===== src/hw/cpu_pkg.sv =====
package cpu_pkg;

   typedef logic [15:0] word_t;
   typedef logic [2:0]  reg_idx_t;
   typedef logic [5:0]  opcode_t;
   typedef logic [3:0]  cond_t;

   // decoded instruction classes, anything unsupported lands on ic_nop
   typedef enum logic [3:0] {
      ic_nop,
      ic_loadn,
      ic_load,
      ic_store,
      ic_loadi,
      ic_storei,
      ic_mov,
      ic_push,
      ic_pop,
      ic_jmp,
      ic_call,
      ic_rts
   } instr_class_e;

   // two fetch cycles, then up to seven execute cycles
   typedef enum logic [3:0] {
      st_fetch_addr,
      st_fetch_ir,
      st_ex1,
      st_ex2,
      st_ex3,
      st_ex4,
      st_ex5,
      st_ex6,
      st_ex7
   } seq_state_e;

   // opcode field, IR bits 15..10
   localparam opcode_t op_loadn  = 6'b111000;
   localparam opcode_t op_load   = 6'b110000;
   localparam opcode_t op_store  = 6'b110001;
   localparam opcode_t op_loadi  = 6'b111100;
   localparam opcode_t op_storei = 6'b111101;
   localparam opcode_t op_mov    = 6'b110011;
   localparam opcode_t op_push   = 6'b000101;
   localparam opcode_t op_pop    = 6'b000110;
   localparam opcode_t op_jmp    = 6'b000010;
   localparam opcode_t op_call   = 6'b000011;
   localparam opcode_t op_rts    = 6'b000100;

   // bit positions in the flag word
   localparam int flag_greater  = 15;
   localparam int flag_lesser   = 14;
   localparam int flag_equal    = 13;
   localparam int flag_zero     = 12;
   localparam int flag_carry    = 11;
   localparam int flag_overflow = 10;
   localparam int flag_div_zero = 9;
   localparam int flag_negative = 6;

   localparam word_t sp_reset_value = 16'h7ffc;
   localparam word_t pc_reset_value = 16'h0000;

endpackage


===== src/hw/branch_condition.sv =====
`timescale 1ns/1ps

module branch_condition (
   input  cpu_pkg::cond_t cond,
   input  cpu_pkg::word_t flags,
   output logic           cond_true
);
   import cpu_pkg::*;

   logic greater;
   logic lesser;
   logic equal;

   assign greater = flags[flag_greater];
   assign lesser  = flags[flag_lesser];
   assign equal   = flags[flag_equal];

   always_comb begin
      case (cond)
         4'd0:    cond_true = 1'b1;
         4'd1:    cond_true = equal;
         4'd2:    cond_true = !equal;
         4'd3:    cond_true = flags[flag_zero];
         4'd4:    cond_true = !flags[flag_zero];
         4'd5:    cond_true = flags[flag_carry];
         4'd6:    cond_true = !flags[flag_carry];
         4'd7:    cond_true = greater;
         4'd8:    cond_true = lesser;
         4'd9:    cond_true = greater | equal;
         4'd10:   cond_true = lesser | equal;
         4'd11:   cond_true = flags[flag_overflow];
         4'd12:   cond_true = !flags[flag_overflow];
         4'd13:   cond_true = flags[flag_negative];
         4'd14:   cond_true = flags[flag_div_zero];
         // code 15 is never taken
         default: cond_true = 1'b0;
      endcase
   end

endmodule


===== src/hw/control_sequencer.sv =====
`timescale 1ns/1ps

module control_sequencer (
   input  logic                  wire_clock,
   input  logic                  resetStage,
   input  cpu_pkg::word_t        mem_rdata,
   output cpu_pkg::word_t        mem_addr,
   output cpu_pkg::word_t        mem_wdata,
   output logic                  mem_we,
   output cpu_pkg::word_t        ir,
   input  cpu_pkg::instr_class_e instr_class,
   input  cpu_pkg::reg_idx_t     dst_idx,
   input  cpu_pkg::reg_idx_t     src_idx,
   input  logic [1:0]            mov_mode,
   input  logic                  cond_true,
   output cpu_pkg::reg_idx_t     rd_a_idx,
   output cpu_pkg::reg_idx_t     rd_b_idx,
   input  cpu_pkg::word_t        rd_a,
   input  cpu_pkg::word_t        rd_b,
   input  cpu_pkg::word_t        sp,
   output logic                  wr_en,
   output cpu_pkg::reg_idx_t     wr_idx,
   output cpu_pkg::word_t        wr_data,
   output logic                  sp_wr_en,
   output cpu_pkg::word_t        sp_wr_data
);
   import cpu_pkg::*;

   seq_state_e state;
   seq_state_e state_next;
   seq_state_e last_state;
   word_t      pc;
   word_t      addr_latch;
   logic       mem_strobe;

   // port a reads the source field, port b the destination field
   assign rd_a_idx = src_idx;
   assign rd_b_idx = dst_idx;
   assign wr_idx   = dst_idx;

   // final execute state of each class
   always_comb begin
      case (instr_class)
         ic_loadn, ic_loadi, ic_mov:   last_state = st_ex2;
         ic_storei, ic_push, ic_pop:   last_state = st_ex3;
         ic_load, ic_jmp, ic_rts:      last_state = st_ex4;
         ic_store:                     last_state = st_ex5;
         ic_call:                      last_state = st_ex7;
         default:                      last_state = st_ex1;
      endcase
   end

   always_comb begin
      case (state)
         st_fetch_addr: state_next = st_fetch_ir;
         st_fetch_ir:   state_next = st_ex1;
         st_ex1:        state_next = st_ex2;
         st_ex2:        state_next = st_ex3;
         st_ex3:        state_next = st_ex4;
         st_ex4:        state_next = st_ex5;
         st_ex5:        state_next = st_ex6;
         st_ex6:        state_next = st_ex7;
         default:       state_next = st_fetch_addr;
      endcase
      if (state == last_state) begin
         state_next = st_fetch_addr;
      end
   end

   // mem_we is registered, so the ram write lands one cycle after the strobe state
   assign mem_strobe = (state == st_ex2 && instr_class inside {ic_storei, ic_push, ic_call}) ||
                       (state == st_ex4 && instr_class == ic_store);

   // register and sp writes take effect at the end of the current state
   always_comb begin
      wr_en      = 1'b0;
      wr_data    = mem_rdata;
      sp_wr_en   = 1'b0;
      sp_wr_data = sp + 16'd1;
      case (instr_class)
         ic_loadn, ic_loadi: wr_en = (state == st_ex2);
         ic_load:            wr_en = (state == st_ex4);
         ic_pop: begin
            sp_wr_en = (state == st_ex1);
            wr_en    = (state == st_ex3);
         end
         ic_mov: begin
            // 11 loads sp, otherwise a register from rd_a or sp
            wr_en      = (state == st_ex1) && (mov_mode != 2'b11);
            wr_data    = mov_mode[0] ? sp : rd_a;
            sp_wr_en   = (state == st_ex1) && (mov_mode == 2'b11);
            sp_wr_data = rd_b;
         end
         ic_push: begin
            sp_wr_en   = (state == st_ex3);
            sp_wr_data = sp - 16'd1;
         end
         ic_call: begin
            // untaken call leaves sp alone even though the stack was written
            sp_wr_en   = (state == st_ex5) && cond_true;
            sp_wr_data = sp - 16'd1;
         end
         ic_rts:             sp_wr_en = (state == st_ex1);
         default:            wr_en = 1'b0;
      endcase
   end

   always_ff @(posedge wire_clock) begin
      if (resetStage) begin
         state    <= st_fetch_addr;
         pc       <= pc_reset_value;
         ir       <= '0;
         mem_addr <= '0;
         mem_we   <= 1'b0;
      end else begin
         state  <= state_next;
         mem_we <= mem_strobe;
         case (state)
            st_fetch_addr: mem_addr <= pc;
            st_fetch_ir: begin
               ir <= mem_rdata;
               pc <= pc + 16'd1;
            end
            default: begin
               case (instr_class)
                  ic_loadn, ic_load, ic_store, ic_jmp: begin
                     if (state == st_ex1) begin
                        mem_addr <= pc;
                     end
                     if (state == st_ex3 && instr_class inside {ic_load, ic_store}) begin
                        mem_addr <= addr_latch;
                     end
                  end
                  ic_loadi:          if (state == st_ex1) mem_addr <= rd_a;
                  ic_storei:         if (state == st_ex1) mem_addr <= rd_b;
                  ic_push:           if (state == st_ex1) mem_addr <= sp;
                  ic_pop:            if (state == st_ex2) mem_addr <= sp;
                  ic_call: begin
                     if (state == st_ex1) begin
                        mem_addr <= sp;
                     end
                     if (state == st_ex4) begin
                        mem_addr <= pc;
                     end
                  end
                  ic_rts: begin
                     if (state == st_ex2) begin
                        mem_addr <= sp;
                     end
                     if (state == st_ex3) begin
                        pc <= mem_rdata;
                     end
                  end
                  default:           mem_addr <= mem_addr;
               endcase

               // taken target is stored minus one, the later step adds it back
               if ((instr_class == ic_jmp && state == st_ex2) ||
                   (instr_class == ic_call && state == st_ex5)) begin
                  if (cond_true) begin
                     pc <= mem_rdata - 16'd1;
                  end
               end

               // step past the operand word or the return slot
               if ((instr_class == ic_loadn && state == st_ex2) ||
                   (instr_class == ic_load && state == st_ex4) ||
                   (instr_class == ic_store && state == st_ex5) ||
                   (instr_class == ic_jmp && state == st_ex3) ||
                   (instr_class == ic_call && state == st_ex6) ||
                   (instr_class == ic_rts && state == st_ex4)) begin
                  pc <= pc + 16'd1;
               end
            end
         endcase
      end
   end

   // operand address and write data
   always_ff @(posedge wire_clock) begin
      if (state == st_ex2 && instr_class inside {ic_load, ic_store}) begin
         addr_latch <= mem_rdata;
      end
      if (state == st_ex2 && instr_class == ic_storei) begin
         mem_wdata <= rd_a;
      end else if (state == st_ex2 && instr_class == ic_call) begin
         mem_wdata <= pc;
      end else if (mem_strobe) begin
         mem_wdata <= rd_b;
      end
   end

   a_no_we_in_fetch: assert property (
      @(posedge wire_clock) disable iff (resetStage)
         (state inside {st_fetch_addr, st_fetch_ir}) |-> !mem_we
   ) else $error("sequencer: mem_we high in fetch state %s", state.name());

   a_single_writer: assert property (
      @(posedge wire_clock) disable iff (resetStage)
         !(wr_en && mem_we)
   ) else $error("sequencer: register write and ram write together");

endmodule


===== src/hw/cpu_core.sv =====
`timescale 1ns/1ps

module cpu_core (
   input  logic           wire_clock,
   input  logic           resetStage,
   input  cpu_pkg::word_t mem_rdata,
   input  cpu_pkg::word_t flags,
   output cpu_pkg::word_t mem_addr,
   output cpu_pkg::word_t mem_wdata,
   output logic           mem_we
);
   import cpu_pkg::*;

   word_t        ir;
   instr_class_e instr_class;
   reg_idx_t     dst_idx;
   reg_idx_t     src_idx;
   cond_t        cond;
   logic [1:0]   mov_mode;
   logic         cond_true;
   reg_idx_t     rd_a_idx;
   reg_idx_t     rd_b_idx;
   word_t        rd_a;
   word_t        rd_b;
   word_t        sp;
   logic         wr_en;
   reg_idx_t     wr_idx;
   word_t        wr_data;
   logic         sp_wr_en;
   word_t        sp_wr_data;

   control_sequencer control_sequencer_i (
      .wire_clock  (wire_clock),
      .resetStage  (resetStage),
      .mem_rdata   (mem_rdata),
      .mem_addr    (mem_addr),
      .mem_wdata   (mem_wdata),
      .mem_we      (mem_we),
      .ir          (ir),
      .instr_class (instr_class),
      .dst_idx     (dst_idx),
      .src_idx     (src_idx),
      .mov_mode    (mov_mode),
      .cond_true   (cond_true),
      .rd_a_idx    (rd_a_idx),
      .rd_b_idx    (rd_b_idx),
      .rd_a        (rd_a),
      .rd_b        (rd_b),
      .sp          (sp),
      .wr_en       (wr_en),
      .wr_idx      (wr_idx),
      .wr_data     (wr_data),
      .sp_wr_en    (sp_wr_en),
      .sp_wr_data  (sp_wr_data)
   );

   instr_decoder instr_decoder_i (
      .ir          (ir),
      .instr_class (instr_class),
      .dst_idx     (dst_idx),
      .src_idx     (src_idx),
      .cond        (cond),
      .mov_mode    (mov_mode)
   );

   register_file register_file_i (
      .wire_clock  (wire_clock),
      .resetStage  (resetStage),
      .rd_a_idx    (rd_a_idx),
      .rd_b_idx    (rd_b_idx),
      .rd_a        (rd_a),
      .rd_b        (rd_b),
      .wr_en       (wr_en),
      .wr_idx      (wr_idx),
      .wr_data     (wr_data),
      .sp_wr_en    (sp_wr_en),
      .sp_wr_data  (sp_wr_data),
      .sp          (sp)
   );

   branch_condition branch_condition_i (
      .cond        (cond),
      .flags       (flags),
      .cond_true   (cond_true)
   );

endmodule


===== src/hw/instr_decoder.sv =====
`timescale 1ns/1ps

module instr_decoder (
   input  cpu_pkg::word_t        ir,
   output cpu_pkg::instr_class_e instr_class,
   output cpu_pkg::reg_idx_t     dst_idx,
   output cpu_pkg::reg_idx_t     src_idx,
   output cpu_pkg::cond_t        cond,
   output logic [1:0]            mov_mode
);
   import cpu_pkg::*;

   opcode_t opcode;

   assign opcode = ir[15:10];

   always_comb begin
      case (opcode)
         op_loadn:  instr_class = ic_loadn;
         op_load:   instr_class = ic_load;
         op_store:  instr_class = ic_store;
         op_loadi:  instr_class = ic_loadi;
         op_storei: instr_class = ic_storei;
         op_mov:    instr_class = ic_mov;
         op_push:   instr_class = ic_push;
         op_pop:    instr_class = ic_pop;
         op_jmp:    instr_class = ic_jmp;
         op_call:   instr_class = ic_call;
         op_rts:    instr_class = ic_rts;
         // alu, io and flag stack opcodes retire as nop
         default:   instr_class = ic_nop;
      endcase
   end

   // register fields
   assign dst_idx = ir[9:7];
   assign src_idx = ir[6:4];

   // jmp/call condition overlaps the register fields
   assign cond = ir[9:6];

   // mov direction select
   assign mov_mode = ir[1:0];

endmodule


===== src/hw/register_file.sv =====
`timescale 1ns/1ps

module register_file (
   input  logic              wire_clock,
   input  logic              resetStage,
   input  cpu_pkg::reg_idx_t rd_a_idx,
   input  cpu_pkg::reg_idx_t rd_b_idx,
   output cpu_pkg::word_t    rd_a,
   output cpu_pkg::word_t    rd_b,
   input  logic              wr_en,
   input  cpu_pkg::reg_idx_t wr_idx,
   input  cpu_pkg::word_t    wr_data,
   input  logic              sp_wr_en,
   input  cpu_pkg::word_t    sp_wr_data,
   output cpu_pkg::word_t    sp
);
   import cpu_pkg::*;

   word_t regs [8];

   // asynchronous read for same-cycle use by the sequencer
   assign rd_a = regs[rd_a_idx];
   assign rd_b = regs[rd_b_idx];

   always_ff @(posedge wire_clock) begin
      if (resetStage) begin
         for (int i = 0; i < 8; i++) begin
            regs[i] <= '0;
         end
      end else if (wr_en) begin
         regs[wr_idx] <= wr_data;
      end
   end

   // stack pointer grows downward from the top of the data area
   always_ff @(posedge wire_clock) begin
      if (resetStage) begin
         sp <= sp_reset_value;
      end else if (sp_wr_en) begin
         sp <= sp_wr_data;
      end
   end

endmodule


===== config.mk =====
export PLATFORM = sky130hd
export DESIGN_NAME = cpu_core
export DESIGN_NICKNAME = d
export VERILOG_FILES = /design/src/hw/cpu_pkg.sv /design/src/hw/branch_condition.sv /design/src/hw/control_sequencer.sv /design/src/hw/cpu_core.sv /design/src/hw/instr_decoder.sv /design/src/hw/register_file.sv
export SDC_FILE = /design/constraint.sdc
export NUM_CORES = 1
export LEC_CHECK = 0
export BUFFER_PORTS_ARGS = -buffer_cell sky130_fd_sc_hd__buf_4
export CORE_ASPECT_RATIO = 1.75
export CORE_MARGIN = 4
export CORE_UTILIZATION = 51
export CTS_BUF_LIST = sky130_fd_sc_hd__clkbuf_4 sky130_fd_sc_hd__clkbuf_8
export DETAILED_ROUTE_END_ITERATION = 16
export GPL_TIMING_DRIVEN = 0
export PLACE_DENSITY_LB_ADDON = 0.2
export SYNTH_ARGS = -nofsm -noshare
export SYNTH_HDL_FRONTEND = slang
export SYNTH_SLANG_ARGS = --single-unit

===== constraint.sdc =====
create_clock -name wire_clock -period 13.4 [get_ports wire_clock]
set_clock_uncertainty 0.05 [all_clocks]
set_input_delay 0 -clock wire_clock [delete_from_list [all_inputs] [get_ports wire_clock]]
set_output_delay 0 -clock wire_clock [all_outputs]
set_load 0.005 [all_outputs]

### Word-level counts from Yosys, hierarchy flattened

Memory sizes are Yosys's and may differ from the RTL's. A register that Yosys moved wholly into a read port is not among the register bits.
Cells that the tools add are included.

* register bits: 97
* RAM bits: 128
* memory bits (read-only): 96
* bits of input ports: 34
* word-level logic and storage cells: 145
* memories: 3

Memory list
* register_file_i.regs: words 8, bits a word 16, rd ports 2, clocked after Yosys merged registers in 2, write ports 8, line register_file.sv:19 `word_t regs [8];`
* (name not given): words 16, bits a word 4, rd ports 1, clocked after Yosys merged registers in 0, write ports 0, line control_sequencer.sv:43 `case (instr_class)`
* (name not given): words 8, bits a word 4, rd ports 1, clocked after Yosys merged registers in 1, write ports 0, line control_sequencer.sv:54 `case (state)`

* add/sub/neg operators: 4
* eq/ne operators: 50
* multiplexer cells: 37
* bitwise operators: 3
* reduce and logical (&&, ||, !) cells: 41

Operator list (count)
* $mux W16: 18
* $pmux W16 S2: 3
* $pmux W16 S6: 1
* $eq A4 B3 Y1 const B: 12
* $eq A4 B4 Y1 const B: 11
* $pmux W4 S11: 1
* $eq A6 B6 Y1 const B: 6
* $add A16 B1 Y16 const B: 2
* $sub A16 B1 Y16 const B: 2
* $eq A4 B2 Y1 const B: 6
* $eq A6 B3 Y1 const B: 3
* $logic_and A1 B1 Y1: 17
* $reduce_or A16 Y1: 1
* $mux W3: 5
* $pmux W1 S15: 1
* $eq A4 B1 Y1 const B: 3
* $eq A6 B2 Y1 const B: 2
* $logic_not A4 Y1: 2
* $pmux W1 S4: 2
* $logic_or A1 B1 Y1: 7
* $reduce_bool A7 Y1: 1
* $mux W1: 6
* $ne A3 B1 Y1 const B: 2
* $reduce_and A6 Y1: 1
* other kinds (13): 20

### Longest topological paths before layout

Gate-level depths: netlist of run 1.

* depth in word-level cells: 11
* depth in mapped cells: 20
* gate-level depth less buffers: 18

### Hierarchy

A second synthesis of run 1 with hierarchy kept.

* cells, all modules: 1422
* area, all modules: 14935.6 um2

Modules (own cells, without submodules)
* register_file: instances 1, cells an instance 484, area each 7623.6 um2, sequential area each 4164.0 um2
* control_sequencer: instances 1, cells an instance 880, area each 6911.6 um2, sequential area each 2021.9 um2
* instr_decoder: instances 1, cells an instance 35, area each 251.5 um2, sequential area each 0.0 um2
* branch_condition: instances 1, cells an instance 23, area each 148.9 um2, sequential area each 0.0 um2

### Worst setup path after synthesis of run 1

Ideal clock, no wire load.

* kind: reg2reg
* start point: reg control_sequencer_i.ir[11]
* end point: reg register_file_i.sp[15]
* arrival: 4768 ps
* required time: 13229 ps
* setup slack: 8461 ps
* cell stages (with the launch flop): 19
* path buffers: 2
* period minus slack after synthesis: 4939 ps
* path through: dfxtp_1 buf_4 or3b_1 a211oi_1 o21ai_1 inv_1 ha_1 clkbuf_1 inv_1 o211ai_1 ha_1 a211oi_1 o21ai_0 a211oi_1 a21oi_1 a31oi_1 o21ai_0 mux2i_1 o22ai_1

* longest elaborated chain between the ends: 5
* elaborated cells between the ends (all ways): 21
* classes of those cells: eq/ne (16); mux (3); reduce/logical (2)

Ends and longest elaborated chain
* start, declared: line control_sequencer.sv:10 `output cpu_pkg::word_t ir,`
* start signal, assigned: line control_sequencer.sv:121 `ir <= mem_rdata;`
* $eq A6 B3 Y1, or another cell as far along: line instr_decoder.sv:18 `case (opcode)`
* $pmux W4 S11 (*): line instr_decoder.sv:18
* $eq A4 B4 Y1 / $eq A4 B3 Y1 (equally long branches): line control_sequencer.sv:80 `case (instr_class)`
* $reduce_or A2 Y1 (no source line)
* $pmux W1 S4 / $pmux W16 S2 (equally long branches): line control_sequencer.sv:80
* end signal, assigned: line register_file.sv:38 `sp <= sp_reset_value;`
* end signal, assigned: line register_file.sv:40 `sp <= sp_wr_data;`
* end, declared: line register_file.sv:15 `output cpu_pkg::word_t sp`

Every way passes the cells marked *; elsewhere a longest branch is shown, timed or not.
A chain may end at the register's enable or synchronous reset.

### Worst setup path in the final report of run 1

Same ends and word-level chain as after synthesis.

==> flow_summary.ini, run 1 <==
[outcome]
status = completed

[final_layout]
fill_cells = 2401
syn2layout_area_growth_pct = 13.47
nets = 1544
fin_cells = 1877
drive_above_1_share = 0.1772

[setup_path]
arrival_ps = 6120
worst_setup_path_start_kind = register
crit_slowest_cell = dfxtp_1
r2r_cells = 20
critPathMaxStageDelay_ps = 410
critical_path_buf_inv_count = 5
required_ps = 13810
critPathKind = reg -> reg
rr_endpoint = register_file_i.sp[15]
path_cells = buf_4 -> or3b_1 -> a211oi_1 -> o21ai_1 -> inv_1 -> ha_1 -> clkbuf_1 -> o211ai_1 -> o211ai_1 -> buf_4 -> buf_6 -> ha_1 -> a211oi_1 -> o21ai_0 -> a211oi_1 -> a21oi_1 -> a31oi_1 -> o21ai_0 -> mux2i_1 -> o22ai_1
r2r_slack_ps = 7690
cp_common_cell = a211oi_1
cp_top_family = compound AO/OA/AOI/OAI gates
worst-path-max-fanout = 11
timing.rr.start = control_sequencer_i.ir[11]
setup.worst_path.end_class = register

[synth]
syn_area_per_cell_sq_um = 10.31
synth_seq_cells = 233
yosysUniqueCellTypes = 88
synth_compound_area_frac = 0.1542
synth_cells = 1363
synthesis.nets = 1426
ys_seq_area_frac = 0.4459
synth_fa_ha_area_frac = 0.02636
synthSimpleGateAreaFrac = 0.1590
synthXorXnorAreaFrac = 0.009972
ys_warn_count = 0
synth-async-reset-ratio = 0
synth_edf_count = 160
synth_top_family_by_area = multiplexers
synth_area_sq_um = 14050
synthMuxAreaShare = 0.1629
synth_ff_type = edfxtp_1

[placed_design]
gp_congestion = 0.9907
placed_cells = 1794
portBuffers = 58
hpwlAfterDp_microns = 36220

[clock_tree]
numCtsBuffers = 37
htreeDepth = 2
cts_resized = 0
cts.sinks = 233
cts_buffer_depth = 3
cts_tree = built
clk_pin_slew_ps = 70
postCtsSetupBuffers = 0
insertion_delay_ps = 580
clockRootBuffer = clkbuf_8

[run]
cap_violations = 0

[die]
die_x_microns = 133.5
num_rows = 80
ios = 67
dieArea_sq_um = 30380
die_h_microns = 227.6
core-area_sq_um = 27230
initial_core_util = 0.5161

[timing]
setup_violations = 0
finalSetupTns_ps = 0
min_period_ps = 5712
slew_viol_final = 0
fmax_ghz = 0.1751
worst_slew_pin_slew_ps = 1069
grt_setup_unrepaired = no
fin_crit_sh = 0.4263
slew_headroom = 0.2760
hold_viol_final = 0

[route]
ant_nets = 0
drt_pass1_iterations = 7
drt-vias-per-instance = 6.520
wl_per_cell_microns = 26.32
vias = 12240
totalWireLength_microns = 49400
drt-initial-drc-count = 1383
drc = 0

[global_routing]
overflow = 0
grt_start_max_net_pins = 17
grt_pass1_vias = 12150
antenna_found_initial = 0
grt_pass1_wl_microns = 73100
groute.usage.overall = 0.3227

[min_path]
hp-class = in -> reg
hold_depth = 2
worstHoldEndpoint = control_sequencer_i.addr_latch[3]
min_from = mem_rdata[3]

[power_and_ir_drop]
p_per_area_nw_per_um2 = 162.2
vdd_drop_max_mv = 0.07682
power.leakage_uw = 0.005690
-- report_power, final --
part           internal, uW  switching [uW]
logic                   417             661
clock network           333             301
registers               827            46.7
total                  1580            1010
-- per-stage QoR --
step                setup slack, ps  cell area [sq um]  power, uW    util  hold WS (ps)
global placement               7001              14950       1916  0.5491         212.7
CTS                            7730              15940       2565  0.5856         171.0
floorplan                      8461              14050       1605       -         48.87
finish                         7688              15950       2586  0.5857         186.5
global route                   7325              15940       2695  0.5856         180.3
detailed placement             7747              15020       1933  0.5517         213.8
-- synthesized netlist by cell type (9+ instances only) --
library cell / count / share of area
buf_1: 9 / 0.0024
dfxtp_1: 73 / 0.10
a222oi_1: 14 / 0.010
buf_2: 17 / 0.0061
o21ai_0: 42 / 0.015
o22ai_1: 16 / 0.0071
clkbuf_1: 77 / 0.021
nand2_1: 108 / 0.029
ha_1: 28 / 0.025
mux4_2: 65 / 0.10
and3_1: 12 / 0.0053
a221oi_1: 20 / 0.012
nor2_1: 225 / 0.060
mux2_2: 28 / 0.022
a21oi_1: 87 / 0.031
nor3_1: 33 / 0.012
o211ai_1: 12 / 0.0064
a31oi_1: 16 / 0.0071
a211oi_1: 31 / 0.017
nor2b_1: 10 / 0.0045
inv_1: 29 / 0.0077
nand3_1: 22 / 0.0078
and2_1: 15 / 0.0067
mux2i_1: 51 / 0.036
edfxtp_1: 160 / 0.34
-- worst max-delay path by stage --
stage | depth (start not counted) | from | to
after CTS | 20 | control_sequencer_i.ir[11] | register_file_i.sp[15]
after global placement | 18 | control_sequencer_i.ir[11] | register_file_i.sp[15]
after global routing | 20 | control_sequencer_i.ir[11] | register_file_i.sp[15]
final | 20 | control_sequencer_i.ir[11] | register_file_i.sp[15]
after detailed placement | 20 | control_sequencer_i.ir[11] | register_file_i.sp[15]
after floorplan | 18 | control_sequencer_i.ir[11] | register_file_i.sp[15]
-- registers in the layout (all words and copies together), names as in the netlist, named ones only --
| register | cells |
|---|---|
| control_sequencer_i.ir | 14 |
| control_sequencer_i.mem_wdata | 16 |
| control_sequencer_i.addr_latch | 16 |
| control_sequencer_i.pc | 16 |
| register_file_i.sp | 16 |
| control_sequencer_i.mem_we | 1 |
| register_file_i.regs | 128 |
| control_sequencer_i.state | 4 |
| control_sequencer_i.mem_addr | 16 |
-- worst register-to-register path: stages (launching register included) --
cell,delay [ps]
dfxtp_1,410
buf_4,200
or3b_1,350
a211oi_1,270
o21ai_1,190
inv_1,150
ha_1,190
clkbuf_1,370
o211ai_1,320
o211ai_1,310
buf_4,280
buf_6,170
ha_1,250
a211oi_1,400
o21ai_0,260
a211oi_1,400
a21oi_1,180
a31oi_1,300
o21ai_0,250
mux2i_1,200
o22ai_1,90
-- cells in the final DEF, fill, tap and decap left out, types with 20 or more instances in the layout --
| cell | count |
|---|---|
| a211oi_1 | 31 |
| nand3_1 | 22 |
| inv_1 | 29 |
| mux2_2 | 28 |
| a21oi_1 | 87 |
| mux2i_1 | 51 |
| edfxtp_1 | 160 |
| buf_4 | 60 |
| nor2_1 | 225 |
| o21ai_0 | 42 |
| mux4_2 | 65 |
| ha_1 | 28 |
| dfxtp_1 | 73 |
| a221oi_1 | 20 |
| nand2_1 | 108 |
| clkbuf_1 | 77 |
| clkbuf_8 | 45 |
| nor3_1 | 32 |
-- area by class of cell --
| class | instances | area, sq um | share of cell area |
|---|---|---|---|
| diodes | 1 | 2.502 | 0.0001569 |
| flip-flops and latches | 233 | 6266 | 0.3930 |
| multi-input cells | 991 | 7226 | 0.4532 |
| repair buffers | 79 | 654.4 | 0.04104 |
| clock buffers | 55 | 694.4 | 0.04355 |
| plain buffers | 109 | 471.7 | 0.02958 |
| inverters | 30 | 112.6 | 0.007062 |
| clock inverters | 10 | 56.30 | 0.003531 |
| well taps | 369 | 461.7 | 0.02895 |
-- routing by layer --
metal  share of wire  vias to the layer above  GRT usage
li1                -                     5384          -
met2            0.51                      731     0.5850
met4           0.076                        0     0.2102
met1            0.34                     5930     0.3506
met5               0                        -          0
met3           0.076                      193    0.04688
-- cell families (layout without fill, tap and decap cells) --
logic type | count (synthesis) | in the layout
compound gates | 319 | 319
xor+xnor | 16 | 16
fa+ha+maj | 29 | 29
buf+inv | 139 | 283
flops | 233 | 233
mux | 144 | 144
other cells | 0 | 1
simple gates | 483 | 483
-- timing repair --
action                                  CTS  global route
endpoints found under the hold margin    76             0
hold buffers                             17             0
endpoints found under the setup margin    0             0
No activity file was read; power rests on OpenSTA's default activity.
==> run 2, diff against run 1 <==
--- a/config.mk
+++ b/config.mk
@@ -5,6 +5,7 @@
 export SDC_FILE = /design/constraint.sdc
 export NUM_CORES = 1
 export LEC_CHECK = 0
+export ABC_AREA = 1
 export BUFFER_PORTS_ARGS = -buffer_cell sky130_fd_sc_hd__buf_4
 export CORE_ASPECT_RATIO = 1.75
 export CORE_MARGIN = 4
==> constraint.sdc (replaced) <==
create_clock -name wire_clock -period 4.79 [get_ports wire_clock]
set_clock_uncertainty 0.05 [all_clocks]
set_input_delay 0 -clock wire_clock [delete_from_list [all_inputs] [get_ports wire_clock]]
set_output_delay 0 -clock wire_clock [all_outputs]
set_load 0.005 [all_outputs]
==> run 2 against run 1 <==
  * Combinational power rose to 5.5 times the previous value
  * Critical endpoint is now register_file_i.sp[13]
  * Critical path type unchanged
  * Largest power group unchanged
  * Largest cell class unchanged
  * Maximum frequency up 33%
  * Utilization down 1.0 points
  * Via count up 39%
  * Count of clock-buffer cells in the layout down 12
  * Clock power rose to 2.9 times the previous value
==> flow_summary.ini, run 2 <==
[outcome]
status = completed

[global_routing]
groute.usage.overall = 0.4151
overflow = 0
antenna_found_initial = 2
busiest_layer = met2
grt_pass1_wl_microns = 104900
use_met1 = 0.3975
grt_pass1_vias = 16460
grt_start_max_net_pins = 19
use_met2 = 0.7218
met3_usage = 0.07885

[clock_tree]
cts_buffer_depth = 3
insertion_delay_ps = 620
numCtsBuffers = 37
cts.sinks = 233
htreeDepth = 2
clk_pin_slew_ps = 70
clockRootBuffer = clkbuf_8
cts_tree = built

[timing]
fin_crit_sh = 0.8948
hold_ws_ps = 86.89
grt_setup_unrepaired = no
hold_viol_final = 0
slew_viol_final = 0
slew_headroom = 0.1055
min_period_ps = 4286
setup_violations = 0
fmax_ghz = 0.2333
worst_slew_pin_slew_ps = 1337

[synth]
synth_cells = 2331
synth.largest_area_cell = edfxtp_1
synth_area_sq_um = 16280
syn_area_per_cell_sq_um = 6.984
synth.area.top_cells = edfxtp_1 30%, nand2_1 12%, dfxtp_1 9.0%
ys_seq_area_frac = 0.3849
synth_top_area_frac = 0.2951
synth_common_cells = 533 x nand2_1, 316 x nor2_1, 249 x inv_1
ys_warn_count = 0
synth_ff_type = edfxtp_1
yosysUniqueCellTypes = 47
synth-async-reset-ratio = 0
synth_most_common_cell = nand2_1
synth_seq_cells = 233
synthesis.nets = 2394
synth_edf_count = 160

[min_path]
min_from = mem_rdata[9]
hp-class = in -> reg

[setup_path]
setup.worst_path.end_class = register
worst_setup_path_start_kind = register
critPathKind = reg -> reg
worst-path-max-fanout = 18
timing.rr.start = control_sequencer_i.ir[14]
required_ps = 5190
cp-startpoint = control_sequencer_i.ir[14]
arrival_ps = 4680

[run]
cap_violations = 0

[power_and_ir_drop]
power_uw = 10410
p_comb_frac = 0.566
p_sw_frac = 0.5290
p_int_uw = 4904
power.leakage_uw = 0.008256
vdd_drop_max_mv = 0.5186
p_switching_uw = 5508
p_seq_frac = 0.257
p_per_area_nw_per_um2 = 574.1
p_clk_frac = 0.177

[route]
vias = 17060
ant_nets = 0
drt_pass1_iterations = 6
drc = 0
wl_per_cell_microns = 25.70
drt-vias-per-instance = 5.948
totalWireLength_microns = 73720
drt-initial-drc-count = 1700

[placed_design]
portBuffers = 57
dpl_cell_area_sq_um = 17200
placed_cells = 2784
hpwlAfterDp_microns = 56580
gp_congestion = 1.025

[final_layout]
largest_reg_flops = 128
mostFrequentLayoutCells = 531 x nand2_1, 316 x nor2_1, 249 x inv_1, 231 x nand3_1, 201 x o21ai_0
regArea_sq_um = 6266
fill_cells = 3073
utilization = 0.5753
regMostFlops = register_file_i.regs
syn2layout_area_growth_pct = 11.41
multi_input_area_sq_um = 8342
postLayoutCellArea_sq_um = 18140
drive_above_1_share = 0.1121
nets = 2507
fin_cells = 2868
layout_commonest_cell = nand2_1

[die]
core-area_sq_um = 31530
dieArea_sq_um = 34960
die_x_microns = 143.1
ios = 67
die_h_microns = 244.4
initial_core_util = 0.5164
num_rows = 86
[run 2: changes by cell type after synthesis, moves of 55 or more]
cell and change:
a21oi_1 +55, inv_1 +220, mux4_2 -65, nand2_1 +425
nand3_1 +209, nor2_1 +91, o21ai_0 +159
[run 2: worst paths after layout]
kind	endpoint	slack (ps)	cells past startpoint
worst max-delay path	register_file_i.sp[13]	500	21
worst min-delay path	control_sequencer_i.addr_latch[9]	90	2
worst max register to register	register_file_i.sp[13]	500	21
worst min register to register	control_sequencer_i.ir[5]	440	2
[run 2: repair_timing]
item / in CTS / in global routing
gates resized for setup: 1 / 2
hold buffers: 17 / 0
setup endpoints to repair: 2 / 7
hold endpoints to repair: 55 / 0
buffers inserted: 0 / 0
[run 2: layer usage]
metal,share of wire,vias to the layer above
met5,0,-
met3,0.072,383
li1,-,7854
met2,0.49,998
met1,0.31,7823
met4,0.12,0
[run 2: worst max-delay path: stages (launching register included)]
cell      delay [ps]
dfxtp_1          340
nand2_1          120
inv_2             80
nand4_1           90
o21ai_0          150
a21oi_1          400
inv_1            120
ha_1             190
clkbuf_1         200
nand2_2          310
nand2_4          240
ha_1             460
a21oi_1          230
nand2_1          170
nand3_1          110
nand2_1          100
a21oi_1          220
o21ai_0          140
nand2_1           80
nand2_1           40
o21bai_1         200
nand3_1           90
[run 2: through the flow]
step           setup WS (ps)  setup TNS (ps)
2_1_floorplan           1069               0
3_5_place_dp          -15.26          -15.26
5_1_grt                100.9               0
4_1_cts                262.7               0
6_report               504.0               0
3_3_place_gp           40.46               0
[run 2: power by group through the flow]
stage,registers [uW],logic (uW),clock network [uW]
2_1_floorplan,2590,3500,0
3_3_place_gp,2700,5550,0
3_5_place_dp,2710,5620,0
4_1_cts,2660,5660,1820
5_1_grt,2690,6270,1910
6_report,2670,5900,1840
[run 2: cell type report]
cell class	count	area share
tap	396	0.02732
clock buffer	43	0.03056
clock inverter	23	0.01090
timing repair buffer	74	0.03297
inverter	260	0.05395
antenna	1	0.0001380
sequential	233	0.3455
buffer	144	0.03877
multi-input combinational	1694	0.4599
[run 2: cell families (layout without fill, tap and decap cells)]
| logic type | count (synthesis) | in the layout | synth area share |
|---|---|---|---|
| other | 0 | 1 | 0 |
| buffers and inverters | 404 | 544 | 0.1033 |
| adders and majority gates | 29 | 29 | 0.02275 |
| xor gates and xnor gates | 35 | 35 | 0.01883 |
| DFF | 233 | 233 | 0.3849 |
| muxes | 4 | 4 | 0.002460 |
| and+or+nand+nor | 1207 | 1207 | 0.3260 |
| AOI/OAI and AO/OA | 419 | 419 | 0.1418 |
==> run 3, diff against run 2 <==
--- a/config.mk
+++ b/config.mk
@@ -13,7 +13,7 @@
 export CTS_BUF_LIST = sky130_fd_sc_hd__clkbuf_4 sky130_fd_sc_hd__clkbuf_8
 export DETAILED_ROUTE_END_ITERATION = 16
 export GPL_TIMING_DRIVEN = 0
-export PLACE_DENSITY_LB_ADDON = 0.2
+export PLACE_DENSITY = 0.81
 export SYNTH_ARGS = -nofsm -noshare
 export SYNTH_HDL_FRONTEND = slang
 export SYNTH_SLANG_ARGS = --single-unit
==> run 3 against run 2 <==
  * Global-route usage shrank 0.67 points
  * Utilization grew 0.34 points
  * Register-to-register slack lost 120 ps
  * Cell area grew 0.59%
  * Routed wire length shrank 1.7%
  * Clock power grew 11%
  * Worst setup slack lost 120 ps
  * Combinational power shrank 1%
  * Sequential share of layout area shrank 0.20 points
  * Critical path type unchanged
  * Largest power group unchanged
==> flow_summary.ini, run 3 (same netlist as run 2, synthesis figures left out) <==
[timing]
setup_violations = 0
hold_viol_final = 0
slew_headroom = 0.1223
fin_crit_sh = 0.9198
min_period_ps = 4406
slew_viol_final = 0
finalSetupTns_ps = 0
worst_slew_pin_slew_ps = 1312
grt_setup_unrepaired = no
fmax_ghz = 0.2270

[power_and_ir_drop]
p_per_area_nw_per_um2 = 579.9
power.leakage_uw = 0.008303
vdd_drop_max_mv = 0.6125

[final_layout]
nets = 2508
mostFrequentLayoutCells = 532 x nand2_1, 316 x nor2_1, 249 x inv_1, 231 x nand3_1, 201 x o21ai_0
drive_above_1_share = 0.1144
largest_reg_flops = 128
layout_commonest_cell = nand2_1
regMostFlops = register_file_i.regs
fill_cells = 3004
syn2layout_area_growth_pct = 12.07
postLayoutCellArea_sq_um = 18240

[setup_path]
required_ps = 5180
crit_slowest_cell = dfxtp_1
path_cells = nor2_2 -> nand3_1 -> nand2_1 -> nor3_1 -> inv_1 -> ha_1 -> clkbuf_1 -> nand2_1 -> nand2_4 -> ha_1 -> a21oi_1 -> o21ai_0 -> nor2_1 -> inv_1 -> nand2_1 -> nand2_1 -> or2_2 -> nand3_1 -> o21ai_0 -> nand2_1 -> o211ai_1
rr_endpoint = register_file_i.sp[10]
arrival_ps = 4790
critPathKind = reg -> reg
r2r_slack_ps = 380
worst-path-max-fanout = 18
r2r_cells = 21
setup.worst_path.end_class = register
worst_setup_path_start_kind = register
critPathMaxStageDelay_ps = 420
cp_common_cell = nand2_1
timing.rr.start = control_sequencer_i.ir[14]

[route]
met2_wirelength_microns = 35290
drt_pass1_iterations = 6
highest_layer = met4
totalWireLength_microns = 72490
wl_met3_microns = 5269
drc = 0
vias = 16950
wl_met1_microns = 22540
drt-initial-drc-count = 1759
drt-vias-per-instance = 5.905
ant_nets = 0
wl_per_cell_microns = 25.25

[clock_tree]
cts_buffer_depth = 3
clockRootBuffer = clkbuf_8
numCtsBuffers = 38
cts_tree = built
insertion_delay_ps = 590
clk_pin_slew_ps = 70
htreeDepth = 2
cts.sinks = 233

[min_path]
hp-class = in -> reg
worstHoldEndpoint = control_sequencer_i.addr_latch[9]
min_from = mem_rdata[9]
hold_depth = 2

[die]
dieArea_sq_um = 34960
die_h_microns = 244.4
ios = 67
initial_core_util = 0.5164
die_x_microns = 143.1
core-area_sq_um = 31530
num_rows = 86

[placed_design]
dpl_cell_area_sq_um = 17200
gp_congestion = 1.087
hpwlAfterDp_microns = 55810
portBuffers = 57

[global_routing]
grt_pass1_wl_microns = 104000
grt_start_max_net_pins = 19
groute.usage.overall = 0.4084
overflow = 0
antenna_found_initial = 1
grt_pass1_vias = 16680

[outcome]
status = completed

[run]
cap_violations = 0
[run 3: how the worst max path moves through the flow]
stage / start / endpoint / slack (ps) / cells past startpoint
3_5_place_dp: control_sequencer_i.ir[14] / register_file_i.sp[10] / 50 / 21
2_1_floorplan: control_sequencer_i.ir[13] / register_file_i.sp[10] / 1070 / 21
4_1_cts: control_sequencer_i.ir[14] / register_file_i.sp[10] / 50 / 21
3_3_place_gp: control_sequencer_i.ir[14] / register_file_i.sp[10] / 90 / 21
6_report: control_sequencer_i.ir[14] / register_file_i.sp[10] / 380 / 21
5_1_grt: control_sequencer_i.ir[14] / register_file_i.sp[10] / 90 / 22
[run 3: cell type report]
class,instances,area (sq um),area share
multi-input cells,1694,8339,0.4571
flip-flops and latches,233,6266,0.3435
inverters,260,978.4,0.05363
plain buffers,144,703.2,0.03854
clock buffers,51,639.4,0.03505
repair buffers,74,598.1,0.03278
well taps,396,495.5,0.02716
clock inverters,18,221.5,0.01214
diodes,1,2.502,0.0001372
[run 3: layer usage]
| metal | up-vias | track usage |
|---|---|---|
| met5 | - | 0 |
| met4 | 0 | 0.4096 |
| met3 | 381 | 0.06202 |
| met2 | 1030 | 0.6991 |
| met1 | 7703 | 0.4016 |
| li1 | 7838 | - |
[run 3: repair_timing]
item / CTS / global route
endpoints found under the setup margin: 0 / 9
hold buffers: 17 / 0
endpoints found under the hold margin: 30 / 0
buffers inserted: 0 / 0
resized for setup: 0 / 2
[run 3: critical path, delay by kind of cell, from the launching register on]
family / cells / cell delay [ps]
AND/OR/NAND/NOR: 12 / 2230
adder cells (fa/ha/maj): 2 / 630
AO/OA/AOI/OAI: 4 / 470
buffers and inverters: 3 / 450
flip-flops: 1 / 420
[run 3: power by group]
group,internal (uW),switching (uW)
sequential,2410,282
clock,1150,895
combinational,1550,4300
[run 3: per-stage QoR]
step / cells / power (uW) / util / setup slack (ps) / hold slack [ps]
detailed placement: 2784 / 8283 / 0.5456 / 53.75 / 138.2
CTS: 2870 / 10300 / 0.5783 / 45.37 / 102.4
floorplan: 2331 / 6089 / - / 1069 / 48.87
global route: 2871 / 11070 / 0.5787 / 87.13 / 121.9
finish: 2871 / 10580 / 0.5787 / 384.2 / 113.5
global placement: 2784 / 8221 / 0.5456 / 94.40 / 138.6
